===== config.mk =====
export PLATFORM = sky130hd
export DESIGN_NAME = exec_top
export DESIGN_NICKNAME = d
export VERILOG_FILES = /design/src/exec_pkg.sv /design/src/alu.sv /design/src/apb_exec_if.sv /design/src/cond_check.sv /design/src/exec_core.sv /design/src/exec_top.sv /design/src/operand_shifter.sv /design/src/reg_file.sv
export SDC_FILE = /design/constraint.sdc
export NUM_CORES = 2
export LEC_CHECK = 0
export BUFFER_PORTS_ARGS = -buffer_cell sky130_fd_sc_hd__buf_2
export CELL_PAD_IN_SITES_DETAIL_PLACEMENT = 0
export CELL_PAD_IN_SITES_GLOBAL_PLACEMENT = 2
export CORE_MARGIN = 5
export CORE_UTILIZATION = 48
export DETAILED_ROUTE_END_ITERATION = 6
export PLACE_DENSITY = 0.95
export SKIP_LAST_GASP = 1
export SYNTH_ARGS = -nofsm -noshare
export SYNTH_HDL_FRONTEND = slang
export SYNTH_HIERARCHICAL = 1
export SYNTH_SLANG_ARGS = --single-unit

===== constraint.sdc =====
create_clock -name clk -period 29.7 [get_ports clk]
set_input_delay 1.485 -clock clk [delete_from_list [all_inputs] [get_ports clk]]
set_output_delay 1.485 -clock clk [all_outputs]
set_load 0.03 [all_outputs]

===== src/exec_pkg.sv =====
package exec_pkg;

  // data and register types
  typedef logic [31:0] word_t;
  typedef logic [3:0]  flags_t;
  typedef logic [3:0]  reg_idx_t;

  typedef enum logic [3:0] {
    OP_ADD  = 4'd0,
    OP_SUB  = 4'd1,
    OP_MUL  = 4'd2,
    OP_ORR  = 4'd3,
    OP_AND  = 4'd4,
    OP_EOR  = 4'd5,
    OP_MOVI = 4'd6,
    OP_MOV  = 4'd7,
    OP_CMP  = 4'd8,
    OP_NOP  = 4'd15
  } opcode_e;

  // codes 9 to 15 act as AL
  typedef enum logic [3:0] {
    AL = 4'd0,
    EQ = 4'd1,
    GT = 4'd2,
    LT = 4'd3,
    GE = 4'd4,
    LE = 4'd5,
    HI = 4'd6,
    LO = 4'd7,
    HS = 4'd8
  } cond_e;

  typedef enum logic [2:0] {
    SH_NONE = 3'd0,
    SH_LSR  = 3'd1,
    SH_LSL  = 3'd2,
    SH_ROR  = 3'd3
  } shift_e;

  // bit positions inside flags_t
  localparam int FLAG_N = 3;
  localparam int FLAG_Z = 2;
  localparam int FLAG_C = 1;
  localparam int FLAG_V = 0;

  // instruction word fields
  localparam int INSTR_COND_MSB   = 31;
  localparam int INSTR_COND_LSB   = 28;
  localparam int INSTR_OP_MSB     = 27;
  localparam int INSTR_OP_LSB     = 24;
  localparam int INSTR_SBIT       = 23;
  localparam int INSTR_SHIFT_MSB  = 22;
  localparam int INSTR_SHIFT_LSB  = 20;
  localparam int INSTR_RD_MSB     = 19;
  localparam int INSTR_RD_LSB     = 16;
  localparam int INSTR_RN_MSB     = 15;
  localparam int INSTR_RN_LSB     = 12;
  localparam int INSTR_RM_MSB     = 11;
  localparam int INSTR_RM_LSB     = 8;
  localparam int INSTR_AMT_MSB    = 7;
  localparam int INSTR_AMT_LSB    = 3;
  localparam int INSTR_IMM_MSB    = 15;
  localparam int INSTR_IMM_LSB    = 0;

  // APB byte addresses
  localparam int unsigned ADDR_INSTR    = 32'h00;
  localparam int unsigned ADDR_FLAGS    = 32'h04;
  localparam int unsigned ADDR_REG_BASE = 32'h40;
  localparam int unsigned ADDR_REG_SPAN = 32'h40;

endpackage


===== src/alu.sv =====
`timescale 1ns/1ps

module alu
  import exec_pkg::*;
(
  input  word_t       op_a,
  input  word_t       op_b,
  input  logic [15:0] imm,
  input  opcode_e     opcode,
  input  cond_e       cond,
  input  shift_e      shift_ctrl,
  input  logic [4:0]  amount,
  input  logic        sbit,
  input  flags_t      flags_in,
  output word_t       result,
  output flags_t      flags_out,
  output logic        rd_we,
  output logic        flags_we
);

  logic        cond_met;
  word_t       b_shifted;
  opcode_e     eff_op;
  logic [32:0] sum_ext;
  logic [32:0] diff_ext;
  logic        add_ovf;
  logic        sub_ovf;
  logic        is_alu_op;

  cond_check cond_check_i (
    .cond  (cond),
    .flags (flags_in),
    .met   (cond_met)
  );

  operand_shifter operand_shifter_i (
    .operand    (op_b),
    .shift_ctrl (shift_ctrl),
    .amount     (amount),
    .shifted    (b_shifted)
  );

  // failed condition turns the instruction into a nop
  assign eff_op = cond_met ? opcode : OP_NOP;

  // extra top bit holds carry or borrow
  assign sum_ext  = {1'b0, op_a} + {1'b0, b_shifted};
  assign diff_ext = {1'b0, op_a} - {1'b0, b_shifted};
  assign add_ovf  = (op_a[31] == b_shifted[31]) && (sum_ext[31] != op_a[31]);
  assign sub_ovf  = (op_a[31] != b_shifted[31]) && (diff_ext[31] != op_a[31]);

  assign is_alu_op = eff_op inside {OP_ADD, OP_SUB, OP_MUL, OP_ORR,
                                    OP_AND, OP_EOR, OP_MOVI, OP_MOV};

  always_comb
  begin
    case (eff_op)
      OP_ADD:  result = sum_ext[31:0];
      OP_SUB:  result = diff_ext[31:0];
      // low half of the product only
      OP_MUL:  result = op_a * b_shifted;
      OP_ORR:  result = op_a | b_shifted;
      OP_AND:  result = op_a & b_shifted;
      OP_EOR:  result = op_a ^ b_shifted;
      OP_MOVI: result = {16'h0000, imm};
      OP_MOV:  result = b_shifted;
      OP_CMP:  result = diff_ext[31:0];
      OP_NOP:  result = '0;
      default: result = '0;
    endcase
  end

  always_comb
  begin
    flags_out = flags_in;
    if (is_alu_op || (eff_op == OP_CMP))
    begin
      flags_out[FLAG_N] = result[31];
      flags_out[FLAG_Z] = (result == '0);
    end
    case (eff_op)
      OP_ADD:
      begin
        flags_out[FLAG_C] = sum_ext[32];
        flags_out[FLAG_V] = add_ovf;
      end
      // carry set means no borrow
      OP_SUB, OP_CMP:
      begin
        flags_out[FLAG_C] = !diff_ext[32];
        flags_out[FLAG_V] = sub_ovf;
      end
      default:
      begin
        flags_out[FLAG_C] = flags_in[FLAG_C];
        flags_out[FLAG_V] = flags_in[FLAG_V];
      end
    endcase
  end

  assign rd_we    = is_alu_op;
  assign flags_we = (is_alu_op && sbit) || (eff_op == OP_CMP);

endmodule


===== src/apb_exec_if.sv =====
`timescale 1ns/1ps

module apb_exec_if
  import exec_pkg::*;
#(
  parameter int ADDR_W = 8
)
(
  input  logic              clk,
  input  logic              arst_n,
  input  logic              psel,
  input  logic              penable,
  input  logic              pwrite,
  input  logic [ADDR_W-1:0] paddr,
  input  word_t             pwdata,
  output word_t             prdata,
  output logic              pready,
  output logic              pslverr,
  output logic              issue,
  output word_t             instr,
  output logic              host_reg_we,
  output reg_idx_t          host_reg_idx,
  output word_t             host_wdata,
  output logic              host_flags_we,
  input  word_t             host_rdata,
  input  flags_t            flags
);

  localparam logic [ADDR_W-1:0] A_INSTR    = ADDR_W'(ADDR_INSTR);
  localparam logic [ADDR_W-1:0] A_FLAGS    = ADDR_W'(ADDR_FLAGS);
  localparam logic [ADDR_W-1:0] A_REG_BASE = ADDR_W'(ADDR_REG_BASE);
  localparam logic [ADDR_W-1:0] A_REG_END  = ADDR_W'(ADDR_REG_BASE + ADDR_REG_SPAN);

  logic              access;
  logic              aligned;
  logic              hit_instr;
  logic              hit_flags;
  logic              hit_reg;
  logic              addr_err;
  logic              wr_ok;
  logic              rd_ok;
  logic [ADDR_W-1:0] reg_off;

  assign access  = psel && penable;
  assign aligned = (paddr[1:0] == 2'b00);

  // address decode
  assign hit_instr = (paddr == A_INSTR);
  assign hit_flags = (paddr == A_FLAGS);
  assign hit_reg   = (paddr >= A_REG_BASE) && (paddr < A_REG_END);
  assign reg_off   = paddr - A_REG_BASE;

  // instruction slot is write only
  assign addr_err = !aligned ||
                    !((hit_instr && pwrite) || hit_flags || hit_reg);

  assign wr_ok = access && pwrite && !addr_err;
  assign rd_ok = access && !pwrite && !addr_err;

  // zero wait states
  assign pready  = access;
  assign pslverr = access && addr_err;

  assign issue         = wr_ok && hit_instr;
  assign host_reg_we   = wr_ok && hit_reg;
  assign host_flags_we = wr_ok && hit_flags;

  assign instr        = pwdata;
  assign host_wdata   = pwdata;
  assign host_reg_idx = reg_off[5:2];

  always_comb
  begin
    prdata = '0;
    if (rd_ok && hit_flags)
    begin
      prdata = {28'h0000000, flags};
    end
    else if (rd_ok && hit_reg)
    begin
      prdata = host_rdata;
    end
  end

  a_penable_needs_psel: assert property (
    @(posedge clk) disable iff (!arst_n) penable |-> psel
  ) else $error("penable without psel");

  // address held from setup into access
  a_paddr_stable: assert property (
    @(posedge clk) disable iff (!arst_n) (psel && !penable) |=> $stable(paddr)
  ) else $error("paddr changed between setup and access");

endmodule


===== src/cond_check.sv =====
`timescale 1ns/1ps

module cond_check
  import exec_pkg::*;
(
  input  cond_e  cond,
  input  flags_t flags,
  output logic   met
);

  logic n_eq_v;

  // signed compare results share this term
  assign n_eq_v = (flags[FLAG_N] == flags[FLAG_V]);

  always_comb
  begin
    case (cond)
      AL: met = 1'b1;
      EQ: met = flags[FLAG_Z];
      GT: met = !flags[FLAG_Z] && n_eq_v;
      LT: met = !flags[FLAG_Z] && !n_eq_v;
      GE: met = n_eq_v;
      LE: met = !n_eq_v;
      // unsigned higher needs carry and nonzero
      HI: met = !flags[FLAG_Z] && flags[FLAG_C];
      LO: met = !flags[FLAG_C];
      HS: met = flags[FLAG_C];
      // unused codes behave as always
      default: met = 1'b1;
    endcase
  end

endmodule


===== src/exec_core.sv =====
`timescale 1ns/1ps

module exec_core
  import exec_pkg::*;
(
  input  logic     clk,
  input  logic     arst_n,
  input  logic     issue,
  input  word_t    instr,
  input  logic     host_reg_we,
  input  reg_idx_t host_reg_idx,
  input  word_t    host_wdata,
  input  logic     host_flags_we,
  output word_t    host_rdata,
  output flags_t   flags
);

  cond_e       f_cond;
  opcode_e     f_opcode;
  logic        f_sbit;
  shift_e      f_shift;
  reg_idx_t    f_rd;
  reg_idx_t    f_rn;
  reg_idx_t    f_rm;
  logic [4:0]  f_amount;
  logic [15:0] f_imm;

  word_t       rn_data;
  word_t       rm_data;
  word_t       alu_result;
  flags_t      alu_flags;
  logic        alu_rd_we;
  logic        alu_flags_we;
  logic        inst_rd_we;
  logic        inst_flags_we;

  logic        rf_we;
  reg_idx_t    rf_w_idx;
  word_t       rf_w_data;

  // field slicing
  assign f_cond   = cond_e'(instr[INSTR_COND_MSB:INSTR_COND_LSB]);
  assign f_opcode = opcode_e'(instr[INSTR_OP_MSB:INSTR_OP_LSB]);
  assign f_sbit   = instr[INSTR_SBIT];
  assign f_shift  = shift_e'(instr[INSTR_SHIFT_MSB:INSTR_SHIFT_LSB]);
  assign f_rd     = instr[INSTR_RD_MSB:INSTR_RD_LSB];
  assign f_rn     = instr[INSTR_RN_MSB:INSTR_RN_LSB];
  assign f_rm     = instr[INSTR_RM_MSB:INSTR_RM_LSB];
  assign f_amount = instr[INSTR_AMT_MSB:INSTR_AMT_LSB];
  assign f_imm    = instr[INSTR_IMM_MSB:INSTR_IMM_LSB];

  alu alu_i (
    .op_a       (rn_data),
    .op_b       (rm_data),
    .imm        (f_imm),
    .opcode     (f_opcode),
    .cond       (f_cond),
    .shift_ctrl (f_shift),
    .amount     (f_amount),
    .sbit       (f_sbit),
    .flags_in   (flags),
    .result     (alu_result),
    .flags_out  (alu_flags),
    .rd_we      (alu_rd_we),
    .flags_we   (alu_flags_we)
  );

  // instruction effects only with an issue strobe
  assign inst_rd_we    = issue && alu_rd_we;
  assign inst_flags_we = issue && alu_flags_we;

  assign rf_we     = inst_rd_we || host_reg_we;
  assign rf_w_idx  = inst_rd_we ? f_rd : host_reg_idx;
  assign rf_w_data = inst_rd_we ? alu_result : host_wdata;

  reg_file reg_file_i (
    .clk     (clk),
    .arst_n  (arst_n),
    .ra_idx  (f_rn),
    .rb_idx  (f_rm),
    .rh_idx  (host_reg_idx),
    .ra_data (rn_data),
    .rb_data (rm_data),
    .rh_data (host_rdata),
    .we      (rf_we),
    .w_idx   (rf_w_idx),
    .w_data  (rf_w_data)
  );

  // nzcv register
  always_ff @(posedge clk or negedge arst_n)
  begin
    if (!arst_n)
    begin
      flags <= '0;
    end
    else if (inst_flags_we)
    begin
      flags <= alu_flags;
    end
    else if (host_flags_we)
    begin
      flags <= host_wdata[3:0];
    end
  end

  // apb decode keeps the two write sources apart
  a_no_write_clash: assert property (
    @(posedge clk) disable iff (!arst_n) !(issue && host_reg_we)
  ) else $error("issue and host register write in the same cycle");

endmodule


===== src/exec_top.sv =====
`timescale 1ns/1ps

module exec_top
  import exec_pkg::*;
#(
  parameter int ADDR_W = 8
)
(
  input  logic              clk,
  input  logic              arst_n,
  input  logic              psel,
  input  logic              penable,
  input  logic              pwrite,
  input  logic [ADDR_W-1:0] paddr,
  input  word_t             pwdata,
  output word_t             prdata,
  output logic              pready,
  output logic              pslverr
);

  logic     issue;
  word_t    instr;
  logic     host_reg_we;
  reg_idx_t host_reg_idx;
  word_t    host_wdata;
  logic     host_flags_we;
  word_t    host_rdata;
  flags_t   flags;

  apb_exec_if #(
    .ADDR_W (ADDR_W)
  ) apb_exec_if_i (
    .clk           (clk),
    .arst_n        (arst_n),
    .psel          (psel),
    .penable       (penable),
    .pwrite        (pwrite),
    .paddr         (paddr),
    .pwdata        (pwdata),
    .prdata        (prdata),
    .pready        (pready),
    .pslverr       (pslverr),
    .issue         (issue),
    .instr         (instr),
    .host_reg_we   (host_reg_we),
    .host_reg_idx  (host_reg_idx),
    .host_wdata    (host_wdata),
    .host_flags_we (host_flags_we),
    .host_rdata    (host_rdata),
    .flags         (flags)
  );

  exec_core exec_core_i (
    .clk           (clk),
    .arst_n        (arst_n),
    .issue         (issue),
    .instr         (instr),
    .host_reg_we   (host_reg_we),
    .host_reg_idx  (host_reg_idx),
    .host_wdata    (host_wdata),
    .host_flags_we (host_flags_we),
    .host_rdata    (host_rdata),
    .flags         (flags)
  );

endmodule


===== src/operand_shifter.sv =====
`timescale 1ns/1ps

module operand_shifter
  import exec_pkg::*;
(
  input  word_t      operand,
  input  shift_e     shift_ctrl,
  input  logic [4:0] amount,
  output word_t      shifted
);

  logic [63:0] rot_wide;

  // rotate via a doubled copy shifted right
  assign rot_wide = {operand, operand} >> amount;

  always_comb
  begin
    case (shift_ctrl)
      SH_NONE:
      begin
        shifted = operand;
      end
      SH_LSR:
      begin
        shifted = operand >> amount;
      end
      SH_LSL:
      begin
        shifted = operand << amount;
      end
      SH_ROR:
      begin
        shifted = rot_wide[31:0];
      end
      // codes 4 to 7 pass straight through
      default:
      begin
        shifted = operand;
      end
    endcase
  end

endmodule


===== src/reg_file.sv =====
`timescale 1ns/1ps

module reg_file
  import exec_pkg::*;
(
  input  logic     clk,
  input  logic     arst_n,
  input  reg_idx_t ra_idx,
  input  reg_idx_t rb_idx,
  input  reg_idx_t rh_idx,
  output word_t    ra_data,
  output word_t    rb_data,
  output word_t    rh_data,
  input  logic     we,
  input  reg_idx_t w_idx,
  input  word_t    w_data
);

  word_t regs [16];

  always_ff @(posedge clk or negedge arst_n)
  begin
    if (!arst_n)
    begin
      for (int i = 0; i < 16; i++)
      begin
        regs[i] <= '0;
      end
    end
    else if (we)
    begin
      regs[w_idx] <= w_data;
    end
  end

  // operand ports for the alu
  assign ra_data = regs[ra_idx];
  assign rb_data = regs[rb_idx];

  // host readback port
  assign rh_data = regs[rh_idx];

endmodule


== Word level (Yosys, flattened, before mapping) ==
Cells that the tools add are included.
Word-level totals
  bits in registers: 516
  input port bits: 45
  output and inout port bits: 34
  word-level logic and storage cells: 135
Cells by class
  add/subtract/negate cells: 3
  multiply operators: 1
  $lt $le $gt $ge: 7
  eq/ne operators: 27
  shift-type cells: 3
  muxes and demuxes: 24
  bitwise gates (word level): 7
  reductions and logical operators: 45
Operators with widths (count)
  512-bit bitwise mux: 1
  32-bit binary-select mux with 4-bit select: 3
  32-bit 2-to-1 mux: 10
  32-bit case mux with 8 select lines: 1
  32-bit demux with 4-bit select: 1
  32-bit case mux with 3 select lines: 1
  64-bit by 5-bit >> shifter with 32-bit output: 1
  32-bit by 32-bit adder with 33-bit output: 1
  32-bit by 32-bit subtractor with 33-bit output: 1
  32-bit AND: 1
  4-bit by 3-bit == test with 1-bit output, second input constant: 8
  32-bit zero test: 1
  32-bit by 32-bit multiplier with 32-bit output: 1
  32-bit OR: 1
  32-bit by 5-bit left shift with 32-bit output: 1
  32-bit by 5-bit >> shifter with 32-bit output: 1
  32-bit bitwise XOR: 1
  1-bit logical AND: 22
  5-bit >= comparator, second input constant: 4
  4-bit inverter with 5-bit output: 4
  4-bit by 2-bit == test with 1-bit output, second input constant: 4
  4-bit 2-to-1 mux: 4
  4-bit by 1-bit == test with 1-bit output, second input constant: 2
  4-bit == test, second input constant: 2
  other kinds (23): 40

== Logic depth before layout (Yosys ltp) ==
  depth in word-level cells: 17
  mapped depth: 46
  gate-level depth less buffers: 40

== Cells and area by module ==
The synthesis kept the hierarchy.
Modules (own cells, without submodules)
  reg_file: times used 1, cells an instance 1947, area an instance 30141.4 um^2, seq. area each 12812.3 um^2
  alu: times used 1, cells an instance 2552, area an instance 20363.3 um^2, seq. area each 0.0 um^2
  operand_shifter: times used 1, cells an instance 652, area an instance 5066.1 um^2, seq. area each 0.0 um^2
  apb_exec_if: times used 1, cells an instance 121, area an instance 885.8 um^2, seq. area each 0.0 um^2
  exec_core: times used 1, cells an instance 59, area an instance 755.7 um^2, seq. area each 100.1 um^2
  cond_check: times used 1, cells an instance 18, area an instance 107.6 um^2, seq. area each 0.0 um^2

== Least setup slack after synthesis ==
Ideal clock, no wire load.
  path kind: input to register
  from: input port pwdata[8]
  to: register exec_core_i/reg_file_i/regs[125] (netlist name)
  setup time: 0.128 ns
  arrival: 12.065 ns
  data required time: 29.572 ns
  setup slack: 17.508 ns
  cell stages on the path: 41
  path buffers: 8
  cell sequence: buf_4 -> buf_2 -> buf_2 -> mux4_2 -> a22oi_1 -> nand2_1 -> clkbuf_1 -> mux4_2 -> mux4_2 -> a222oi_1 -> o21ai_1 -> clkbuf_1 -> inv_1 -> clkbuf_1 -> nor2_1 -> fa_1 -> inv_1 -> fa_1 -> [... 5 more ...] -> fa_1 -> inv_1 -> fa_1 -> fa_1 -> ha_1 -> clkbuf_1 -> inv_1 -> o21bai_1 -> a21o_1 -> a2111oi_0 -> o31ai_1 -> a21oi_1 -> o21bai_1 -> xor2_1 -> a221o_1 -> mux2_4 -> clkbuf_1 -> mux2_1
Between the ends
  cells in the longest elaborated chain, start to end: 10
  elaborated cells between the ends (all ways): 17
  those cells by class: add/sub: 2; mul: 1; shift: 3; mux: 7; bitwise: 4
Ends and longest elaborated chain
  from (decl): RTL line exec_top.sv:15  | input word_t pwdata,
  4-bit inverter with 5-bit output (implied by the code) *: RTL line reg_file.sv:38  | assign rb_data = regs[rb_idx];
  32-bit binary-select mux with 4-bit select *: RTL line reg_file.sv:38
  32-bit 2-to-1 mux (implied by the code) * (2 in a row): RTL line reg_file.sv:38
  via exec_core_i.rm_data[14]: RTL line exec_core.sv:29  | word_t rm_data;
  64-bit by 5-bit >> shifter with 32-bit output (tied with other cells): RTL line operand_shifter.sv:15  | assign rot_wide = {operand, operand} >> amount;
  32-bit case mux with 3 select lines *: RTL line operand_shifter.sv:19  | case (shift_ctrl)
  via exec_core_i.alu_i.b_shifted[2]: RTL line alu.sv:22  | word_t b_shifted;
  32-bit by 32-bit multiplier with 32-bit output (tied with other cells): RTL line alu.sv:61  | OP_MUL: result = op_a * b_shifted;
  32-bit case mux with 8 select lines *: RTL line alu.sv:57  | case (eff_op)
  via exec_core_i.alu_result[29]: RTL line exec_core.sv:30  | word_t alu_result;
  32-bit 2-to-1 mux *: RTL line exec_core.sv:74  | assign rf_w_data = inst_rd_we ? alu_result : host_wdata;
  via exec_core_i.rf_w_data[29]: RTL line exec_core.sv:39  | word_t rf_w_data;
  512-bit bitwise mux *: RTL line reg_file.sv:32  | regs[w_idx] <= w_data;
  to (signal, indexed assignment): RTL line reg_file.sv:32
  to (decl): RTL line reg_file.sv:19  | word_t regs [16];
The timed path passes the listed nets; every way through them passes the cells marked *. The select of a mux whose other input is x is not followed.
A chain may end at the register's enable or synchronous reset.

== Worst setup path after layout ==
  from: input port pwdata[8]
  to: register exec_core_i/reg_file_i/regs[287] (netlist name)
The elaborated chain is that of the path after synthesis.

==> summary.md <==
| Metric | Value |
|---|---|
| Result of the run | finished with violations |
| Violations in the final reports | design-rule violations |
| Floorplan die height | 356 microns |
| Max-slew violations | 0 |
| Maximum number of pins on one net before global-route repair | around 170 |
| Clk network pwr share | between 30% and 40% |
| Worst IR Drop VDD | 0.0517 mV |
| Antenna violations before repair | 12 |
| Kind of path behind the tightest hold check | flop to flop |
| Total vias in the final route | 46100 |
| Cell variety after synth | 100 |
| Half-perimeter wire length after placement | 151000 microns |
| Top cell by count, worst path | sky130_fd_sc_hd__fa_1 |
| Weighted congestion at the end of routability-driven global placement | between 1 and 1.5 |
| Drt first pass iters | 7 |
| Number of synthesized flops with an enable pin | 0 |
| Static Leakage | 27.3 nW |
| Largest fanout on the critical path | between 40 and 50 |
| Final critical-path share of the clock period | 50.7% |
| Capture point of the worst reg-to-reg path | exec_core_i/reg_file_i/regs[287] |
| Sequential area share after synthesis | a little under a quarter |
| Biggest cell delay along the critical path | 0.93 ns |
| Slew margin rel. | about 3.4% |
| Slack of the worst reg-to-reg path | between 15 and 20 ns |
| Crit path capture type | flop |
| DIE AREA | about 0.13 sq mm |
| Critical path endpoint | exec_core_i/reg_file_i/regs[287] |
| Worst-path cell with the longest stage delay | sky130_fd_sc_hd__inv_1 |
| Highest attainable clock frequency | between 60 and 70 MHz |
| Combinational share of power | approximately 20% |
| Gr usage total | between 30% and 40% |
| Placeable core area | about 0.12 sq mm |
| Min Tclk post-route | approximately 15 ns |
| Power consumption | roughly 1.8 mW |
| Floorplan die width | about 360 microns |
| Clock network latency to the later pin of the worst-skew pair | around 0.62 ns |
| Setup_tns | 0 ns |
| Launch instance of the worst register-to-register path | exec_core_i/reg_file_i/regs[152] |
| Quantity of I/O buffers inserted on ports | between 70 and 80 |
| Type of origin of the critical path | input port |
| Final nets | 5783 |
| Depth of the CTS H-tree | 2 |
| Non-filler cells, final | a little under 7000 |
| Drt drc | 29 |
| Proportion of register bits with asynchronous set or reset after synthesis | 100% |
| Placed insts | approximately 6700 |
| Wirelength, routed | between 200000 and 250000 microns |
| Maximum clock insertion buffer count | 3 |
| Final setup violation count | 0 |
| Filler Cells Inserted | 10400 |
| RSZ-0062 raised after global routing | false |
| Number of global-route vias before repair | around 47000 |
| Count of clock tree sinks | between 500 and 600 |
| Clock slew at reported path FFs | 0.06 ns |
| Inserted Clock Buffers | 50 |
| I/O pin total | 79 |
| Average via count per standard cell | ~7 |
| Maximum clock skew at final layout | ~0.033 ns |
| Core Rows | roughly 130 |
| Number of antenna-violating nets in the routed design | 0 |
| Fraction of layout instances using a drive strength above 1 | about a quarter |
| Final-layout worst hold slack | approximately 0.54 ns |
| Synth-to-layout area growth | 5.36% |
| Global-route wire length before repair | between 300000 and 400000 microns |
| Sequential Power Share | 40.7% |
| Signal arrival time at the worst endpoint | around 16 ns |
| Most used flip-flop cell after synthesis | sky130_fd_sc_hd__dfrtp_1 |
| Iteration-0 DRC Markers | 5366 |
| # hold bufs at CTS | 0 |
| FF-to-FF path depth | 36 |
| Routed length per instance | between 30 and 40 microns |
| Post-synth net total | around 6000 |
| Critical setup path kind | input port to flop |
| Post-Synthesis Cells | around 5300 |
| Switching power total | about 540 uW |
| Fraction of power spent switching nets | a little under a third |
| Hold Vio Cnt, Final | 0 |
| Remaining Overflow, GRT | 0 |
| Mapped Area | roughly 0.057 sq mm |
| Number of gates resized after cts | 0 |
| Avg Cell Area, Syn | roughly 11 sq um |
| CTS tree | done |
| Initial core utilization | 48.4% |
| Util after Layout | 51.0% |
| Internal power | around 1.2 mW |
| Cell chosen for the clock root | sky130_fd_sc_hd__clkbuf_16 |
| Actual transition at the worst max-transition pin | 1.43 ns |
| Power per unit of standard cell area | between 20 and 30 mW/mm^2 |
| Number of buffers added for setup after CTS | 0 |
| Launch point of the critical path | pwdata[8] |
| Number of flip-flops and latches in the synthesized netlist | between 500 and 600 |
| Max Cap Violations | 0 |
| Ys Warns | 6 |
| Worst endpoint required time | ~30 ns |
| Startpoint of the lowest-slack hold path | exec_core_i/reg_file_i/regs[345] |
## cells in the mapped netlist, types with 9 or more instances
| master | n | share of area (%) |
|---|---|---|
| sky130_fd_sc_hd__a211oi_1 | 26 | 0.34 |
| sky130_fd_sc_hd__a21o_1 | 34 | 0.45 |
| sky130_fd_sc_hd__a21oi_1 | 131 | 1.1 |
| sky130_fd_sc_hd__a221o_1 | 16 | 0.28 |
| sky130_fd_sc_hd__a221oi_1 | 29 | 0.44 |
| sky130_fd_sc_hd__a22oi_1 | 224 | 2.9 |
| sky130_fd_sc_hd__a31oi_1 | 24 | 0.26 |
| sky130_fd_sc_hd__and2_1 | 35 | 0.38 |
| sky130_fd_sc_hd__and3_1 | 13 | 0.14 |
| sky130_fd_sc_hd__buf_1 | 26 | 0.17 |
| sky130_fd_sc_hd__buf_2 | 117 | 1.0 |
| sky130_fd_sc_hd__buf_4 | 87 | 1.1 |
| sky130_fd_sc_hd__buf_6 | 12 | 0.24 |
| sky130_fd_sc_hd__clkbuf_1 | 260 | 1.7 |
| sky130_fd_sc_hd__clkinv_1 | 14 | 0.092 |
| sky130_fd_sc_hd__dfrtp_1 | 516 | 23 |
| sky130_fd_sc_hd__fa_1 | 410 | 14 |
| sky130_fd_sc_hd__ha_1 | 219 | 4.8 |
| sky130_fd_sc_hd__inv_1 | 462 | 3.0 |
| sky130_fd_sc_hd__mux2_1 | 44 | 0.86 |
| sky130_fd_sc_hd__mux2_2 | 508 | 10 |
| sky130_fd_sc_hd__mux2_4 | 29 | 0.76 |
| sky130_fd_sc_hd__mux2i_1 | 106 | 1.9 |
| sky130_fd_sc_hd__mux4_2 | 422 | 17 |
| sky130_fd_sc_hd__nand2_1 | 436 | 2.9 |
| sky130_fd_sc_hd__nand2b_1 | 33 | 0.36 |
| sky130_fd_sc_hd__nand3_1 | 38 | 0.33 |
| sky130_fd_sc_hd__nand4_1 | 13 | 0.14 |
| sky130_fd_sc_hd__nor2_1 | 477 | 3.1 |
| sky130_fd_sc_hd__nor2b_1 | 33 | 0.36 |
| sky130_fd_sc_hd__nor3_1 | 33 | 0.29 |
| sky130_fd_sc_hd__nor4_1 | 9 | 0.098 |
| sky130_fd_sc_hd__o211ai_1 | 29 | 0.38 |
| sky130_fd_sc_hd__o21a_1 | 14 | 0.18 |
| sky130_fd_sc_hd__o21ai_0 | 95 | 0.83 |
| sky130_fd_sc_hd__o21bai_1 | 19 | 0.25 |
| sky130_fd_sc_hd__o221ai_1 | 12 | 0.18 |
| sky130_fd_sc_hd__o22ai_1 | 30 | 0.33 |
| sky130_fd_sc_hd__o31ai_1 | 12 | 0.16 |
| sky130_fd_sc_hd__or2_2 | 13 | 0.14 |
| sky130_fd_sc_hd__or3_1 | 10 | 0.11 |
| sky130_fd_sc_hd__xnor2_1 | 73 | 1.1 |
| sky130_fd_sc_hd__xor2_1 | 31 | 0.47 |
## how the worst min path moves through the flow
| stage | end | slack (ns) | depth (start not counted) |
|---|---|---|---|
| after global placement | exec_core_i/reg_file_i/regs[390] | 0.50 | 1 |
| after CTS | exec_core_i/reg_file_i/regs[345] | 0.54 | 1 |
| after floorplan | exec_core_i/reg_file_i/regs[390] | 0.49 | 1 |
| after global routing | exec_core_i/reg_file_i/regs[299] | 0.56 | 1 |
| final | exec_core_i/reg_file_i/regs[345] | 0.54 | 1 |
| after detailed placement | exec_core_i/reg_file_i/regs[347] | 0.52 | 1 |
## metrics by stage
stage | cell area, sq um | setup slack [ns]
6_report | 60400 | 14.65
5_1_grt | 60400 | 14.05
4_1_cts | 60400 | 14.90
3_5_place_dp | 58600 | 14.31
3_3_place_gp | 58600 | 14.48
2_1_floorplan | 57300 | 17.51
## power groups by stage
stage / clock network, mW / logic, mW / registers (mW)
after floorplan: 0 / 0.213 / 0.733
after global placement: 0 / 0.333 / 0.735
after detailed placement: 0 / 0.334 / 0.736
after CTS: 0.715 / 0.335 / 0.723
after global routing: 0.741 / 0.359 / 0.725
final: 0.707 / 0.347 / 0.724
## layout by cell type (no fill, tap or decap), types with 16 or more instances in the layout
cell type | Yosys | routed
sky130_fd_sc_hd__dfrtp_1 | 516 | 516
sky130_fd_sc_hd__mux2_2 | 508 | 508
sky130_fd_sc_hd__nor2_1 | 477 | 463
sky130_fd_sc_hd__inv_1 | 462 | 462
sky130_fd_sc_hd__nand2_1 | 436 | 432
sky130_fd_sc_hd__mux4_2 | 422 | 422
sky130_fd_sc_hd__fa_1 | 410 | 410
sky130_fd_sc_hd__a22oi_1 | 224 | 224
sky130_fd_sc_hd__ha_1 | 219 | 219
sky130_fd_sc_hd__buf_4 | 87 | 134
sky130_fd_sc_hd__a21oi_1 | 131 | 130
sky130_fd_sc_hd__mux2i_1 | 106 | 106
sky130_fd_sc_hd__o21ai_0 | 95 | 94
sky130_fd_sc_hd__xnor2_1 | 73 | 73
sky130_fd_sc_hd__buf_2 | 117 | 68
sky130_fd_sc_hd__clkbuf_16 | 0 | 53
sky130_fd_sc_hd__mux2_1 | 44 | 44
sky130_fd_sc_hd__nand3_1 | 38 | 38
sky130_fd_sc_hd__a21o_1 | 34 | 34
sky130_fd_sc_hd__nand2b_1 | 33 | 33
sky130_fd_sc_hd__and2_1 | 35 | 32
sky130_fd_sc_hd__xor2_1 | 31 | 31
sky130_fd_sc_hd__nor3_1 | 33 | 30
sky130_fd_sc_hd__o22ai_1 | 30 | 30
sky130_fd_sc_hd__mux2_4 | 29 | 29
sky130_fd_sc_hd__o211ai_1 | 29 | 29
sky130_fd_sc_hd__a221oi_1 | 29 | 29
sky130_fd_sc_hd__nor2b_1 | 33 | 27
sky130_fd_sc_hd__a211oi_1 | 26 | 26
sky130_fd_sc_hd__a31oi_1 | 24 | 24
sky130_fd_sc_hd__o21bai_1 | 19 | 19
sky130_fd_sc_hd__a221o_1 | 16 | 16
## state kept, by name, summed over array words and instances, names as in the netlist
| register | flops |
|---|---|
| exec_core_i/reg_file_i/regs | 512 |
| exec_core_i/flags | 4 |
## kinds of logic after synthesis
kind of cell	Yosys count	synth area share, %
xor+xnor	104	1.59
fa+ha+maj	629	19.1
compound gates	810	10.0
mux	1115	30.3
buf+inv	987	7.45
flops	516	22.5
simple gates	1188	9.02
## critical path: cells and delay by family
kind / cells / cell delay [ns]
multiplexers: 7 / 2.49
XOR/XNOR: 1 / 0.18
buffers and inverters: 9 / 3.25
adder cells (fa/ha/maj): 9 / 4.42
AO/OA/AOI/OAI: 10 / 2.78
AND/OR/NAND/NOR: 3 / 0.75
## per-layer routing
| metal | track usage [%] | wire length, microns | up-vias |
|---|---|---|---|
| met5 | 0 | 39 | - |
| met4 | 20.4 | 16100 | 6 |
| met3 | 9.34 | 26200 | 798 |
| met2 | 51.7 | 95200 | 3080 |
| met1 | 43.8 | 80300 | 23700 |
| li1 | - | - | 18500 |
## layout make-up
cell class / count / area, sq um / area share [%]
inverters: 484 / 1820 / 3.01
clock buffers: 68 / 1500 / 2.49
diodes: 5 / 12.5 / 0.0207
flip-flops and latches: 516 / 12900 / 21.4
well taps: 1600 / 2000 / 3.31
multi-input cells: 3846 / 40300 / 66.8
clock inverters: 25 / 318 / 0.526
repair buffers: 211 / 1480 / 2.45
No activity file was read; power rests on OpenSTA's default activity.
